## src/common/debug_cfg_pkg.sv

```systemverilog
`default_nettype none

package debug_cfg_pkg;

    // Number of button channels: left, right, jump
    localparam int CHAN_NUM = 3;

    // Press, hold and sequence counter width
    localparam int CNT_WIDTH = 16;

    // Counter types
    typedef logic [CNT_WIDTH-1:0] cnt_t;
    typedef logic signed [CNT_WIDTH-1:0] seq_t;

    // System clock cycles per slow tick
    localparam int TICK_DIV = 64;
    localparam int TICK_CNT_WIDTH = $clog2(TICK_DIV);

    // Differing samples needed before the debounced level flips
    localparam int DEBOUNCE_CYCLES = 8;
    // Settling counter has to reach DEBOUNCE_CYCLES itself
    localparam int SETTLE_WIDTH = $clog2(DEBOUNCE_CYCLES + 1);

    // Debouncer FSM states
    typedef enum logic {
        DB_STABLE   = 1'b0,
        DB_SETTLING = 1'b1
    } db_state_e;

endpackage

`default_nettype wire

```

## src/common/debug_regs_pkg.sv

```systemverilog
`default_nettype none

package debug_regs_pkg;

    // APB widths
    localparam int APB_ADDR_WIDTH = 8;
    localparam int APB_DATA_WIDTH = 32;

    // Register map, byte addresses
    typedef enum logic [APB_ADDR_WIDTH-1:0] {
        REG_TICK_COUNT = 8'h00,
        REG_STATUS     = 8'h04,
        REG_CTRL       = 8'h08,
        REG_HOLD0      = 8'h10,
        REG_PRESS0     = 8'h14,
        REG_HOLD1      = 8'h18,
        REG_PRESS1     = 8'h1C,
        REG_HOLD2      = 8'h20,
        REG_PRESS2     = 8'h24
    } reg_addr_e;

    // Field positions
    // STATUS: one debounced level bit per channel
    localparam int STATUS_LEVEL_LSB = 0;
    // CTRL: one clear bit per channel
    localparam int CTRL_CLR_LSB = 0;

endpackage

`default_nettype wire

```

## src/common/btn_stat_if.sv

```systemverilog
`default_nettype none

interface btn_stat_if;

    import debug_cfg_pkg::*;

    // Debounced button level
    logic level;
    // Rising edges of level seen so far
    cnt_t presses;
    // Slow ticks seen with level high
    cnt_t hold_ticks;
    // One-cycle clear of both counters
    logic clear;

    // Button side
    modport channel (
        output level,
        output presses,
        output hold_ticks,
        input  clear
    );

    // Register block side
    modport regs (
        input  level,
        input  presses,
        input  hold_ticks,
        output clear
    );

endinterface

`default_nettype wire

```

## src/btn_channel/btn_channel.sv

```systemverilog
`default_nettype none

module btn_channel (
    input  logic               sys_clk,
    input  logic               sys_rst_n,
    input  logic               btn,
    input  logic               tick,
    btn_stat_if.channel        stat
);

    import debug_cfg_pkg::*;

    logic                    sync_ff1;
    logic                    sync_ff2;
    db_state_e               db_state;
    logic [SETTLE_WIDTH-1:0] settle_cnt;
    logic                    level;
    logic                    level_d;
    logic                    level_rise;
    cnt_t                    press_cnt;
    cnt_t                    hold_cnt;

    // Two-flop synchronizer for the raw button
    always_ff @(posedge sys_clk or negedge sys_rst_n) begin
        if (!sys_rst_n) begin
            sync_ff1 <= 1'b0;
            sync_ff2 <= 1'b0;
        end else begin
            sync_ff1 <= btn;
            sync_ff2 <= sync_ff1;
        end
    end

    // Debouncer
    // Counts consecutive samples that differ from level
    // Level flips once the count has reached DEBOUNCE_CYCLES
    always_ff @(posedge sys_clk or negedge sys_rst_n) begin
        if (!sys_rst_n) begin
            db_state   <= DB_STABLE;
            settle_cnt <= '0;
            level      <= 1'b0;
        end else begin
            case (db_state)
                DB_STABLE: begin
                    if (sync_ff2 != level) begin
                        db_state   <= DB_SETTLING;
                        settle_cnt <= SETTLE_WIDTH'(1);
                    end
                end
                DB_SETTLING: begin
                    if (sync_ff2 == level) begin
                        // Glitch ended early, keep old level
                        db_state   <= DB_STABLE;
                        settle_cnt <= '0;
                    end else if (settle_cnt == SETTLE_WIDTH'(DEBOUNCE_CYCLES)) begin
                        db_state   <= DB_STABLE;
                        settle_cnt <= '0;
                        level      <= sync_ff2;
                    end else begin
                        settle_cnt <= settle_cnt + 1'b1;
                    end
                end
                default: begin
                    db_state   <= DB_STABLE;
                    settle_cnt <= '0;
                end
            endcase
        end
    end

    // Delayed level for edge detect
    always_ff @(posedge sys_clk or negedge sys_rst_n) begin
        if (!sys_rst_n) begin
            level_d <= 1'b0;
        end else begin
            level_d <= level;
        end
    end

    assign level_rise = level & ~level_d;

    // Press counter, bumps the cycle after level rises
    always_ff @(posedge sys_clk or negedge sys_rst_n) begin
        if (!sys_rst_n) begin
            press_cnt <= '0;
        end else if (stat.clear) begin
            press_cnt <= '0;
        end else if (level_rise) begin
            press_cnt <= press_cnt + cnt_t'(1);
        end
    end

    // Hold counter, one step per tick while held
    // clear has priority over both counters
    always_ff @(posedge sys_clk or negedge sys_rst_n) begin
        if (!sys_rst_n) begin
            hold_cnt <= '0;
        end else if (stat.clear) begin
            hold_cnt <= '0;
        end else if (tick && level) begin
            hold_cnt <= hold_cnt + cnt_t'(1);
        end
    end

    // Status out to the register block
    assign stat.level      = level;
    assign stat.presses    = press_cnt;
    assign stat.hold_ticks = hold_cnt;

endmodule

`default_nettype wire

```

## src/design/btn_debug_top.sv

```systemverilog
`default_nettype none

module btn_debug_top (
    input  logic                                       sys_clk,
    input  logic                                       sys_rst_n,
    input  logic                                       left_btn,
    input  logic                                       right_btn,
    input  logic                                       jump_btn,
    input  logic                                       psel,
    input  logic                                       penable,
    input  logic                                       pwrite,
    input  logic [debug_regs_pkg::APB_ADDR_WIDTH-1:0]  paddr,
    input  logic [debug_regs_pkg::APB_DATA_WIDTH-1:0]  pwdata,
    output logic [debug_regs_pkg::APB_DATA_WIDTH-1:0]  prdata,
    output logic                                       pready,
    output logic                                       pslverr
);

    import debug_cfg_pkg::*;

    logic                tick;
    seq_t                seq;
    logic [CHAN_NUM-1:0] raw_btn;

    // Channel 0 is left, 1 right, 2 jump
    assign raw_btn = {jump_btn, right_btn, left_btn};

    // One status link per channel
    btn_stat_if stat_if [CHAN_NUM] ();

    // Slow tick and sequence value
    debug_tick_gen u_tick_gen (
        .sys_clk   (sys_clk),
        .sys_rst_n (sys_rst_n),
        .tick      (tick),
        .seq       (seq)
    );

    // Identical button channels
    for (genvar g = 0; g < CHAN_NUM; g++) begin : g_chan
        btn_channel u_btn_channel (
            .sys_clk   (sys_clk),
            .sys_rst_n (sys_rst_n),
            .btn       (raw_btn[g]),
            .tick      (tick),
            .stat      (stat_if[g])
        );
    end

    // APB register block
    debug_apb_regs u_apb_regs (
        .sys_clk   (sys_clk),
        .sys_rst_n (sys_rst_n),
        .psel      (psel),
        .penable   (penable),
        .pwrite    (pwrite),
        .paddr     (paddr),
        .pwdata    (pwdata),
        .prdata    (prdata),
        .pready    (pready),
        .pslverr   (pslverr),
        .seq       (seq),
        .stat      (stat_if)
    );

endmodule

`default_nettype wire

```

## src/design/debug_apb_regs.sv

```systemverilog
`default_nettype none

module debug_apb_regs (
    input  logic                                       sys_clk,
    input  logic                                       sys_rst_n,
    input  logic                                       psel,
    input  logic                                       penable,
    input  logic                                       pwrite,
    input  logic [debug_regs_pkg::APB_ADDR_WIDTH-1:0]  paddr,
    input  logic [debug_regs_pkg::APB_DATA_WIDTH-1:0]  pwdata,
    output logic [debug_regs_pkg::APB_DATA_WIDTH-1:0]  prdata,
    output logic                                       pready,
    output logic                                       pslverr,
    input  debug_cfg_pkg::seq_t                        seq,
    btn_stat_if.regs                                   stat [debug_cfg_pkg::CHAN_NUM]
);

    import debug_cfg_pkg::*;
    import debug_regs_pkg::*;

    logic [CHAN_NUM-1:0]       levels;
    cnt_t                      press_cnt [CHAN_NUM];
    cnt_t                      hold_cnt  [CHAN_NUM];
    logic [APB_DATA_WIDTH-1:0] rdata;
    logic                      addr_hit;
    logic                      is_ctrl;
    logic                      xfer_err;
    logic                      setup_phase;
    logic                      access_phase;
    logic                      ctrl_wr;

    // Zero-extend a counter to bus width
    function automatic logic [APB_DATA_WIDTH-1:0] zext(input cnt_t val);
        return {{(APB_DATA_WIDTH - CNT_WIDTH){1'b0}}, val};
    endfunction

    // Sign-extend the sequence value to bus width
    function automatic logic [APB_DATA_WIDTH-1:0] sext(input seq_t val);
        return {{(APB_DATA_WIDTH - CNT_WIDTH){val[CNT_WIDTH-1]}}, val};
    endfunction

    // APB phases
    assign setup_phase  = psel & ~penable;
    assign access_phase = psel & penable;

    // No wait states
    assign pready = 1'b1;

    // Address decode and read mux
    always_comb begin
        rdata    = '0;
        addr_hit = 1'b1;
        is_ctrl  = 1'b0;
        case (reg_addr_e'(paddr))
            REG_TICK_COUNT: rdata = sext(seq);
            REG_STATUS:     rdata[STATUS_LEVEL_LSB +: CHAN_NUM] = levels;
            REG_CTRL:       is_ctrl = 1'b1;
            REG_HOLD0:      rdata = zext(hold_cnt[0]);
            REG_PRESS0:     rdata = zext(press_cnt[0]);
            REG_HOLD1:      rdata = zext(hold_cnt[1]);
            REG_PRESS1:     rdata = zext(press_cnt[1]);
            REG_HOLD2:      rdata = zext(hold_cnt[2]);
            REG_PRESS2:     rdata = zext(press_cnt[2]);
            default:        addr_hit = 1'b0;
        endcase
    end

    // Error on unmapped address
    // CTRL only takes writes, everything else only reads
    assign xfer_err = ~addr_hit | (pwrite ^ is_ctrl);

    // Read data and error latched in setup, valid through access
    always_ff @(posedge sys_clk or negedge sys_rst_n) begin
        if (!sys_rst_n) begin
            prdata  <= '0;
            pslverr <= 1'b0;
        end else if (setup_phase) begin
            prdata  <= (pwrite || xfer_err) ? '0 : rdata;
            pslverr <= xfer_err;
        end else if (!psel) begin
            // Idle bus, drop stale data
            prdata  <= '0;
            pslverr <= 1'b0;
        end
    end

    // Good CTRL write in its access cycle
    assign ctrl_wr = access_phase & pwrite & is_ctrl & addr_hit;

    // Per-channel gather and clear pulses
    // Counters see clear during the access cycle and read 0 right after
    for (genvar i = 0; i < CHAN_NUM; i++) begin : g_stat
        assign levels[i]     = stat[i].level;
        assign press_cnt[i]  = stat[i].presses;
        assign hold_cnt[i]   = stat[i].hold_ticks;
        assign stat[i].clear = ctrl_wr & pwdata[CTRL_CLR_LSB + i];
    end

endmodule

`default_nettype wire

```

## src/design/debug_tick_gen.sv

```systemverilog
`default_nettype none

module debug_tick_gen (
    input  logic                sys_clk,
    input  logic                sys_rst_n,
    output logic                tick,
    output debug_cfg_pkg::seq_t seq
);

    import debug_cfg_pkg::*;

    logic [TICK_CNT_WIDTH-1:0] div_cnt;
    logic                      div_last;

    // Last count of the divider
    assign div_last = (div_cnt == TICK_CNT_WIDTH'(TICK_DIV - 1));

    // Free-running modulo-TICK_DIV divider
    always_ff @(posedge sys_clk or negedge sys_rst_n) begin
        if (!sys_rst_n) begin
            div_cnt <= '0;
        end else if (div_last) begin
            div_cnt <= '0;
        end else begin
            div_cnt <= div_cnt + 1'b1;
        end
    end

    // Registered tick, first pulse TICK_DIV cycles after reset release
    always_ff @(posedge sys_clk or negedge sys_rst_n) begin
        if (!sys_rst_n) begin
            tick <= 1'b0;
        end else begin
            tick <= div_last;
        end
    end

    // Signed down counter, wraps as two's complement
    // Software polls this to line up with the tick
    always_ff @(posedge sys_clk or negedge sys_rst_n) begin
        if (!sys_rst_n) begin
            seq <= '0;
        end else if (tick) begin
            seq <= seq - seq_t'(1);
        end
    end

endmodule

`default_nettype wire

```

## config.mk

```make
export PLATFORM = sky130hd
export DESIGN_NAME = btn_debug_top
export DESIGN_NICKNAME = d
export VERILOG_FILES = /design/src/common/debug_cfg_pkg.sv /design/src/common/debug_regs_pkg.sv /design/src/common/btn_stat_if.sv /design/src/btn_channel/btn_channel.sv /design/src/design/btn_debug_top.sv /design/src/design/debug_apb_regs.sv /design/src/design/debug_tick_gen.sv
export SDC_FILE = /design/constraint.sdc
export NUM_CORES = 1
export LEC_CHECK = 0
export BUFFER_PORTS_ARGS = -buffer_cell sky130_fd_sc_hd__buf_2
export CORE_ASPECT_RATIO = 0.8
export CORE_MARGIN = 4
export CORE_UTILIZATION = 55
export CTS_BUF_LIST = sky130_fd_sc_hd__clkbuf_8
export DETAILED_ROUTE_END_ITERATION = 10
export GPL_TIMING_DRIVEN = 1
export PLACE_DENSITY = 0.77
export SLEW_MARGIN = 20
export SYNTH_ARGS = -nofsm -noshare
export SYNTH_HDL_FRONTEND = slang
export SYNTH_SLANG_ARGS = --single-unit
```

## constraint.sdc

```tcl
create_clock -name sys_clk -period 4.05 [get_ports sys_clk]
set_input_delay 0.81 -clock sys_clk [delete_from_list [all_inputs] [get_ports sys_clk]]
set_output_delay 0.81 -clock sys_clk [all_outputs]
set_load 0.01 [all_outputs]
```

==> out/metrics.yaml, run 1 <==
logic_synthesis:
  ys_types: 58
  ys.flop_type: "dfrtp_1"
  synth_warnings: 0
  ys_seq_area_share_pct: 48.14
  synth_nets: 941
  syn_area_sq_mm: 0.008524
  synth_area_per_cell_sq_um: 9.698
  async_flop_share_pct: 100.0
  synth_edf_count: 0
  synth-seq-cells: 164
  syn_inst: 879
clock_tree:
  clkTransAtPathRegs_ns: 0.09
  numCtsBuffers: 17
  post-cts-setup-buffers: 0
  root_buffer: "clkbuf_8"
  cts-htree-levels: 4
  cts.repair.resized: 0
  clock_sinks: 164
  clock_latency_ns: 0.46
  cts_tree: "done"
  holdBufCountCts: 0
  clk_path_buf_depth: 2
detailed_routing:
  first_pass_iters: 5
  route.detailed.wl_per_inst_microns: 17.68
  drt_iter0_markers: 704
  ant_nets: 0
  wirelength_microns: 19930
  drcViolationCount: 0
  vias: 6622
  vias_per_cell: 5.876
placement:
  dpl-instance-area_sq_mm: 0.008846
  placedCellCount: 1095
  dpl_worst_slack_ns: 1.001
  place_congestion: 0.9813
  port_buffers: 51
  dp_hpwl_microns: 14450
critical_path:
  critical_path.cell_chain: "buf_2, nor4_1, and4_1, and2_1, buf_4, nor2_1"
  critPathBufInv: 2
  crit_fanout: 32
  endpoint_kind: "flip-flop"
  crit_path_start_kind: "input pin"
  cpPeakStageDelay_ns: 0.79
  crit_type: "input pin to flip-flop"
  arrival_ns: 2.95
  worstPathRequired_ns: 4.38
  critical-path-slowest-cell: "nor4_1"
  cpLargestDelayFamily: "simple AND/OR/NAND/NOR gates"
grt:
  antenna_found_initial: 0
  grt_pass1_vias: 6133
  grt.total_usage_pct: 23.62
  grt_max_degree: 73
  grt_pass1_wl_microns: 32780
  gr-total-overflow: 0
timing:
  fin_crit_sh_pct: 64.64
  rsz0062_at_grt: "no"
  max_freq_ghz: 0.3820
  hold_violations: 0
  finalHoldWorstSlack_ns: 0.3088
  finalWorstPathRequiredPeriod_ns: 2.618
  timing.slew.headroom_pct: 42.77
  setup_viol: 0
  skew_ns: 0.009994
  maxSlewViolCount: 0
  tns_ns: 0
  setup_ws_ns: 1.432
  max_slew.worst_pin.slew_ns: 0.8506
min_path:
  min_path_type: "input pin to asynchronous set/reset pin"
floorplanning:
  core_sq_mm: 0.01511
  ioPinCount: 82
  die_area_sq_mm: 0.01757
  dieWidth_microns: 147.2
  core.rowCount: 40
  start_util_pct: 56.40
  die_h_microns: 119.4
power:
  leakagePower_nw: 3.833
  power_density_mw_per_mm2: 455.5
  peakVddDrop_v: 0.0002702
  power_mw: 4.237
finish:
  final_cell_mix: "164 x dfrtp_1, 127 x nor2_1, 81 x nand2_1"
  final_util_pct: 61.54
  final_area_sq_mm: 0.009301
  final_common_cell: "dfrtp_1"
  layoutNonFillerInstCount: 1127
  areaGrowthSynthToFinish_pct: 9.115
  diodes: 0
  nNetsFinal: 966
  drive_above_1_share_pct: 11.89
job:
  max_cap_viol_count: 0
run_status:
  status: "finished clean"
==> per-layer routing <==
metal	part of all wire, %	vias up	GRT usage (%)	routed length (microns)
met5	0	-	0	0
met4	1.9	0	6.170	370
met3	8.8	29	6.390	1758
met2	42	282	33.52	8415
met1	47	3216	35.84	9384
li1	-	3095	-	-
==> report_power, final <==
part	internal, mW	total, mW	switching (mW)
sequential	1.84	2.16	0.319
combinational	0.308	0.722	0.414
clock	0.747	1.36	0.610
==> state kept, by name, indices dropped and copies added (netlist names) <==
| signal | cells |
|---|---|
| g_chan.u_btn_channel.db_state | 3 |
| g_chan.u_btn_channel.level_d | 3 |
| g_chan.u_btn_channel.settle_cnt | 12 |
| g_chan.u_btn_channel.stat.hold_ticks | 48 |
| g_chan.u_btn_channel.stat.level | 3 |
| g_chan.u_btn_channel.stat.presses | 48 |
| g_chan.u_btn_channel.sync_ff1 | 3 |
| g_chan.u_btn_channel.sync_ff2 | 3 |
| u_apb_regs.prdata | 17 |
| u_apb_regs.pslverr | 1 |
| u_tick_gen.div_cnt | 6 |
| u_tick_gen.seq | 16 |
| u_tick_gen.tick | 1 |
==> cell usage after synthesis, types with 3 or more instances <==
| cell type | n | area (sq um) |
|---|---|---|
| and4_1 | 12 | 105.1 |
| nor4b_1 | 3 | 26.28 |
| ha_1 | 14 | 175.2 |
| a211oi_1 | 3 | 22.52 |
| dfrtp_1 | 164 | 4104 |
| o31ai_1 | 3 | 22.52 |
| a21oi_1 | 16 | 80.08 |
| buf_4 | 16 | 120.1 |
| and3_1 | 12 | 75.07 |
| nor2b_1 | 6 | 37.54 |
| nand3_1 | 47 | 235.2 |
| a22oi_1 | 17 | 127.6 |
| inv_1 | 18 | 67.56 |
| o22ai_1 | 4 | 25.02 |
| o21ai_1 | 13 | 65.06 |
| a22o_1 | 5 | 43.79 |
| or3_1 | 6 | 37.54 |
| a221oi_1 | 6 | 52.55 |
| nor4_1 | 8 | 50.05 |
| clkbuf_1 | 20 | 75.07 |
| o21ai_0 | 25 | 125.1 |
| nor3_1 | 16 | 80.08 |
| and2_1 | 17 | 106.4 |
| o21a_1 | 3 | 22.52 |
| mux2_2 | 9 | 101.4 |
| xnor2_1 | 31 | 271.5 |
| nand2_1 | 81 | 304.0 |
| xor2_1 | 77 | 674.4 |
| nand4_1 | 27 | 168.9 |
| o2bb2ai_1 | 4 | 35.03 |
| buf_2 | 15 | 75.07 |
| mux2i_1 | 19 | 190.2 |
| nor2_1 | 127 | 476.7 |
==> worst paths after layout <==
check | start | to | slack (ns) | cells past startpoint
worst max-delay path | paddr[5] | g_chan[0].u_btn_channel.stat.presses[2] | 1.43 | 6
worst min-delay path | sys_rst_n | g_chan[1].u_btn_channel.stat.presses[7] | 0.31 | 1
worst max register to register | u_tick_gen.tick | g_chan[0].u_btn_channel.stat.hold_ticks[14] | 1.87 | 5
worst min register to register | g_chan[1].u_btn_channel.sync_ff1 | g_chan[1].u_btn_channel.sync_ff2 | 0.35 | 0
max in group asynchronous | sys_rst_n | g_chan[2].u_btn_channel.stat.presses[5] | 2.93 | 2
min in group sys_clk | g_chan[1].u_btn_channel.sync_ff1 | g_chan[1].u_btn_channel.sync_ff2 | 0.35 | 0
==> cells by family after synthesis <==
| family | after synthesis | share of synthesized area, % |
|---|---|---|
| muxes | 32 | 4.212 |
| buffers and inverters | 70 | 4.007 |
| AOI/OAI and AO/OA | 112 | 8.616 |
| and+or+nand+nor | 378 | 21.83 |
| adders and majority gates | 14 | 2.055 |
| other | 1 | 0.04399 |
| DFF | 164 | 48.14 |
| xor gates and xnor gates | 108 | 11.10 |
==> layout make-up <==
class	instances	area, sq um
clock buffers	18	247.7
clock inverters	14	207.7
fillers	1254	5813
inverters	18	67.56
multi-input cells	645	4085
flip-flops and latches	164	4104
well taps	210	262.8
repair buffers	58	326.6
(Power assumes the default switching activity.)
==> run 2, diff against run 1 <==
==> constraint.sdc (replaced) <==
create_clock -name sys_clk -period 2.7 [get_ports sys_clk]
set_input_delay 0.54 -clock sys_clk [delete_from_list [all_inputs] [get_ports sys_clk]]
set_output_delay 0.54 -clock sys_clk [all_outputs]
set_load 0.01 [all_outputs]
==> out/metrics.yaml, run 2 (same netlist as run 1, synthesis figures left out) <==
run_status:
  status: "finished clean"  # unchanged
detailed_routing:
  vias_per_cell: 5.807  # was 5.876
  drt_iter0_markers: 676  # was 704
  wirelength_microns: 20150  # was 19930 microns
  vias: 6626  # was 6622
  drcViolationCount: 0  # unchanged
  first_pass_iters: 5  # unchanged
  ant_nets: 0  # unchanged
  route.detailed.wl_per_inst_microns: 17.66  # was 17.68 microns
clock_tree:
  clock_sinks: 164  # unchanged
  cts_tree: "done"  # unchanged
  clock_latency_ns: 0.46  # about the same
  post-cts-setup-buffers: 0  # unchanged
  root_buffer: "clkbuf_8"  # unchanged
  cts.repair.resized: 0  # unchanged
  numCtsBuffers: 17  # unchanged
  clkTransAtPathRegs_ns: 0.08  # was 0.09 ns
  clk_path_buf_depth: 2  # unchanged
  cts-htree-levels: 4  # unchanged
  holdBufCountCts: 0  # unchanged
floorplanning:
  die_area_sq_mm: 0.01757  # unchanged
  core.rowCount: 40  # unchanged
  ioPinCount: 82  # unchanged
  die_h_microns: 119.4  # unchanged
  start_util_pct: 56.40  # unchanged
  core_sq_mm: 0.01511  # unchanged
  dieWidth_microns: 147.2  # unchanged
critical_path:
  crit_type: "flip-flop to flip-flop"  # was input pin to flip-flop
  crit_path_start_kind: "flip-flop"  # was input pin
  critPathLaunch: "u_tick_gen.seq[6]"  # was paddr[5]
  r2r-start: "u_tick_gen.seq[6]"  # was u_tick_gen.tick
  worstPathRequired_ns: 3.08  # was 4.38 ns
  arrival_ns: 2.47  # was 2.95 ns
  endpoint_kind: "flip-flop"  # unchanged
  crit_fanout: 5  # was 32
finish:
  final_area_sq_mm: 0.009397  # was 0.009301 sq mm
  nNetsFinal: 981  # was 966
  final_util_pct: 62.17  # was 61.54%
  layoutNonFillerInstCount: 1141  # was 1127
  final_common_cell: "dfrtp_1"  # unchanged
  drive_above_1_share_pct: 13.00  # was 11.89%
  final_cell_mix: "164 x dfrtp_1, 127 x nor2_1, 81 x nand2_1"  # unchanged
  areaGrowthSynthToFinish_pct: 10.23  # was 9.115%
  diodes: 0  # unchanged
power:
  peakVddDrop_v: 0.0004235  # was 0.0002702 V
  leakagePower_nw: 3.902  # was 3.833 nW
  power_density_mw_per_mm2: 655.7  # was 455.5 mW/mm^2
grt:
  antenna_found_initial: 0  # unchanged
  grt_pass1_wl_microns: 32560  # was 32780 microns
  busiest_layer: "met1"  # unchanged
  grt_util_met3_pct: 4.831  # was 6.390%
  gr-total-overflow: 0  # unchanged
  met1_usage_pct: 36.11  # was 35.84%
  grt_max_degree: 62  # was 73
  grt.total_usage_pct: 23.49  # was 23.62%
  grt_pass1_vias: 6185  # was 6133
  grtUsageMet2_pct: 33.77  # was 33.52%
timing:
  skew_ns: 0.01347  # was 0.009994 ns
  timing.slew.headroom_pct: 41.49  # was 42.77%
  maxSlewViolCount: 0  # unchanged
  setup_viol: 0  # unchanged
  fin_crit_sh_pct: 77.40
  rsz0062_at_grt: "no"  # unchanged
  max_slew.worst_pin.slew_ns: 0.8697  # was 0.8506 ns
  max_freq_ghz: 0.4785
  hold_violations: 0  # unchanged
  tns_ns: 0  # unchanged
  finalWorstPathRequiredPeriod_ns: 2.090
placement:
  place_congestion: 0.9638  # was 0.9813
  port_buffers: 51  # unchanged
  placedCellCount: 1110  # was 1095
  dpl-instance-area_sq_mm: 0.008996  # was 0.008846 sq mm
  dp_hpwl_microns: 15000  # was 14450 microns
min_path:
  min_path_type: "input pin to asynchronous set/reset pin"  # unchanged
job:
  max_cap_viol_count: 0  # unchanged
## run 2: area by class of cell
| class | count | area [sq um] |
|---|---|---|
| Clock buffer | 19 | 261.5 |
| Tap cell | 210 | 262.8 |
| Multi-Input combinational cell | 645 | 4085 |
| Fill cell | 1236 | 5718 |
| Inverter | 18 | 67.56 |
| Timing Repair Buffer | 73 | 476.7 |
| Clock inverter | 12 | 138.9 |
| Sequential cell | 164 | 4104 |
## run 2: routing by layer
layer | routed length (microns) | vias up
li1 | - | 3119
met1 | 9394 | 3206
met2 | 8708 | 266
met3 | 1734 | 35
met4 | 312 | 0
met5 | 0 | -
## run 2: stage by stage
step	hold WS (ns)	worst slack (ns)	power (mW)
2_1_floorplan	0.2444	0.6341	3.908
3_3_place_gp	0.3320	0.2916	4.294
3_5_place_dp	0.3347	0.3279	4.353
4_1_cts	0.05348	0.6404	6.174
5_1_grt	0.07161	0.4607	6.507
6_report	0.04742	0.6102	6.161
## run 2: final timing paths
| check | cells past startpoint | endpoint | slack, ns |
|---|---|---|---|
| hold / removal | 1 | g_chan[1].u_btn_channel.stat.presses[5] | 0.05 |
| max in group asynchronous | 2 | g_chan[2].u_btn_channel.stat.presses[10] | 1.94 |
| min in group sys_clk | 1 | g_chan[1].u_btn_channel.sync_ff1 | 0.18 |
| setup reg to reg | 5 | u_tick_gen.seq[15] | 0.61 |
| hold reg to reg | 0 | g_chan[0].u_btn_channel.sync_ff2 | 0.35 |
| setup / recovery | 5 | u_tick_gen.seq[15] | 0.61 |
## run 2: where the power goes
part	internal (mW)	switching, mW	total (mW)
logic	0.471	0.626	1.10
registers	2.76	0.490	3.25
clock network	0.944	0.872	1.82
## run 2: critical path, cell delays in order (launching register included)
cell and delay [ns]:
dfrtp_1 0.49, or4_4 0.57, or3_4 0.35, or2_4 0.28, nor3_2 0.14, xor2_1 0.17
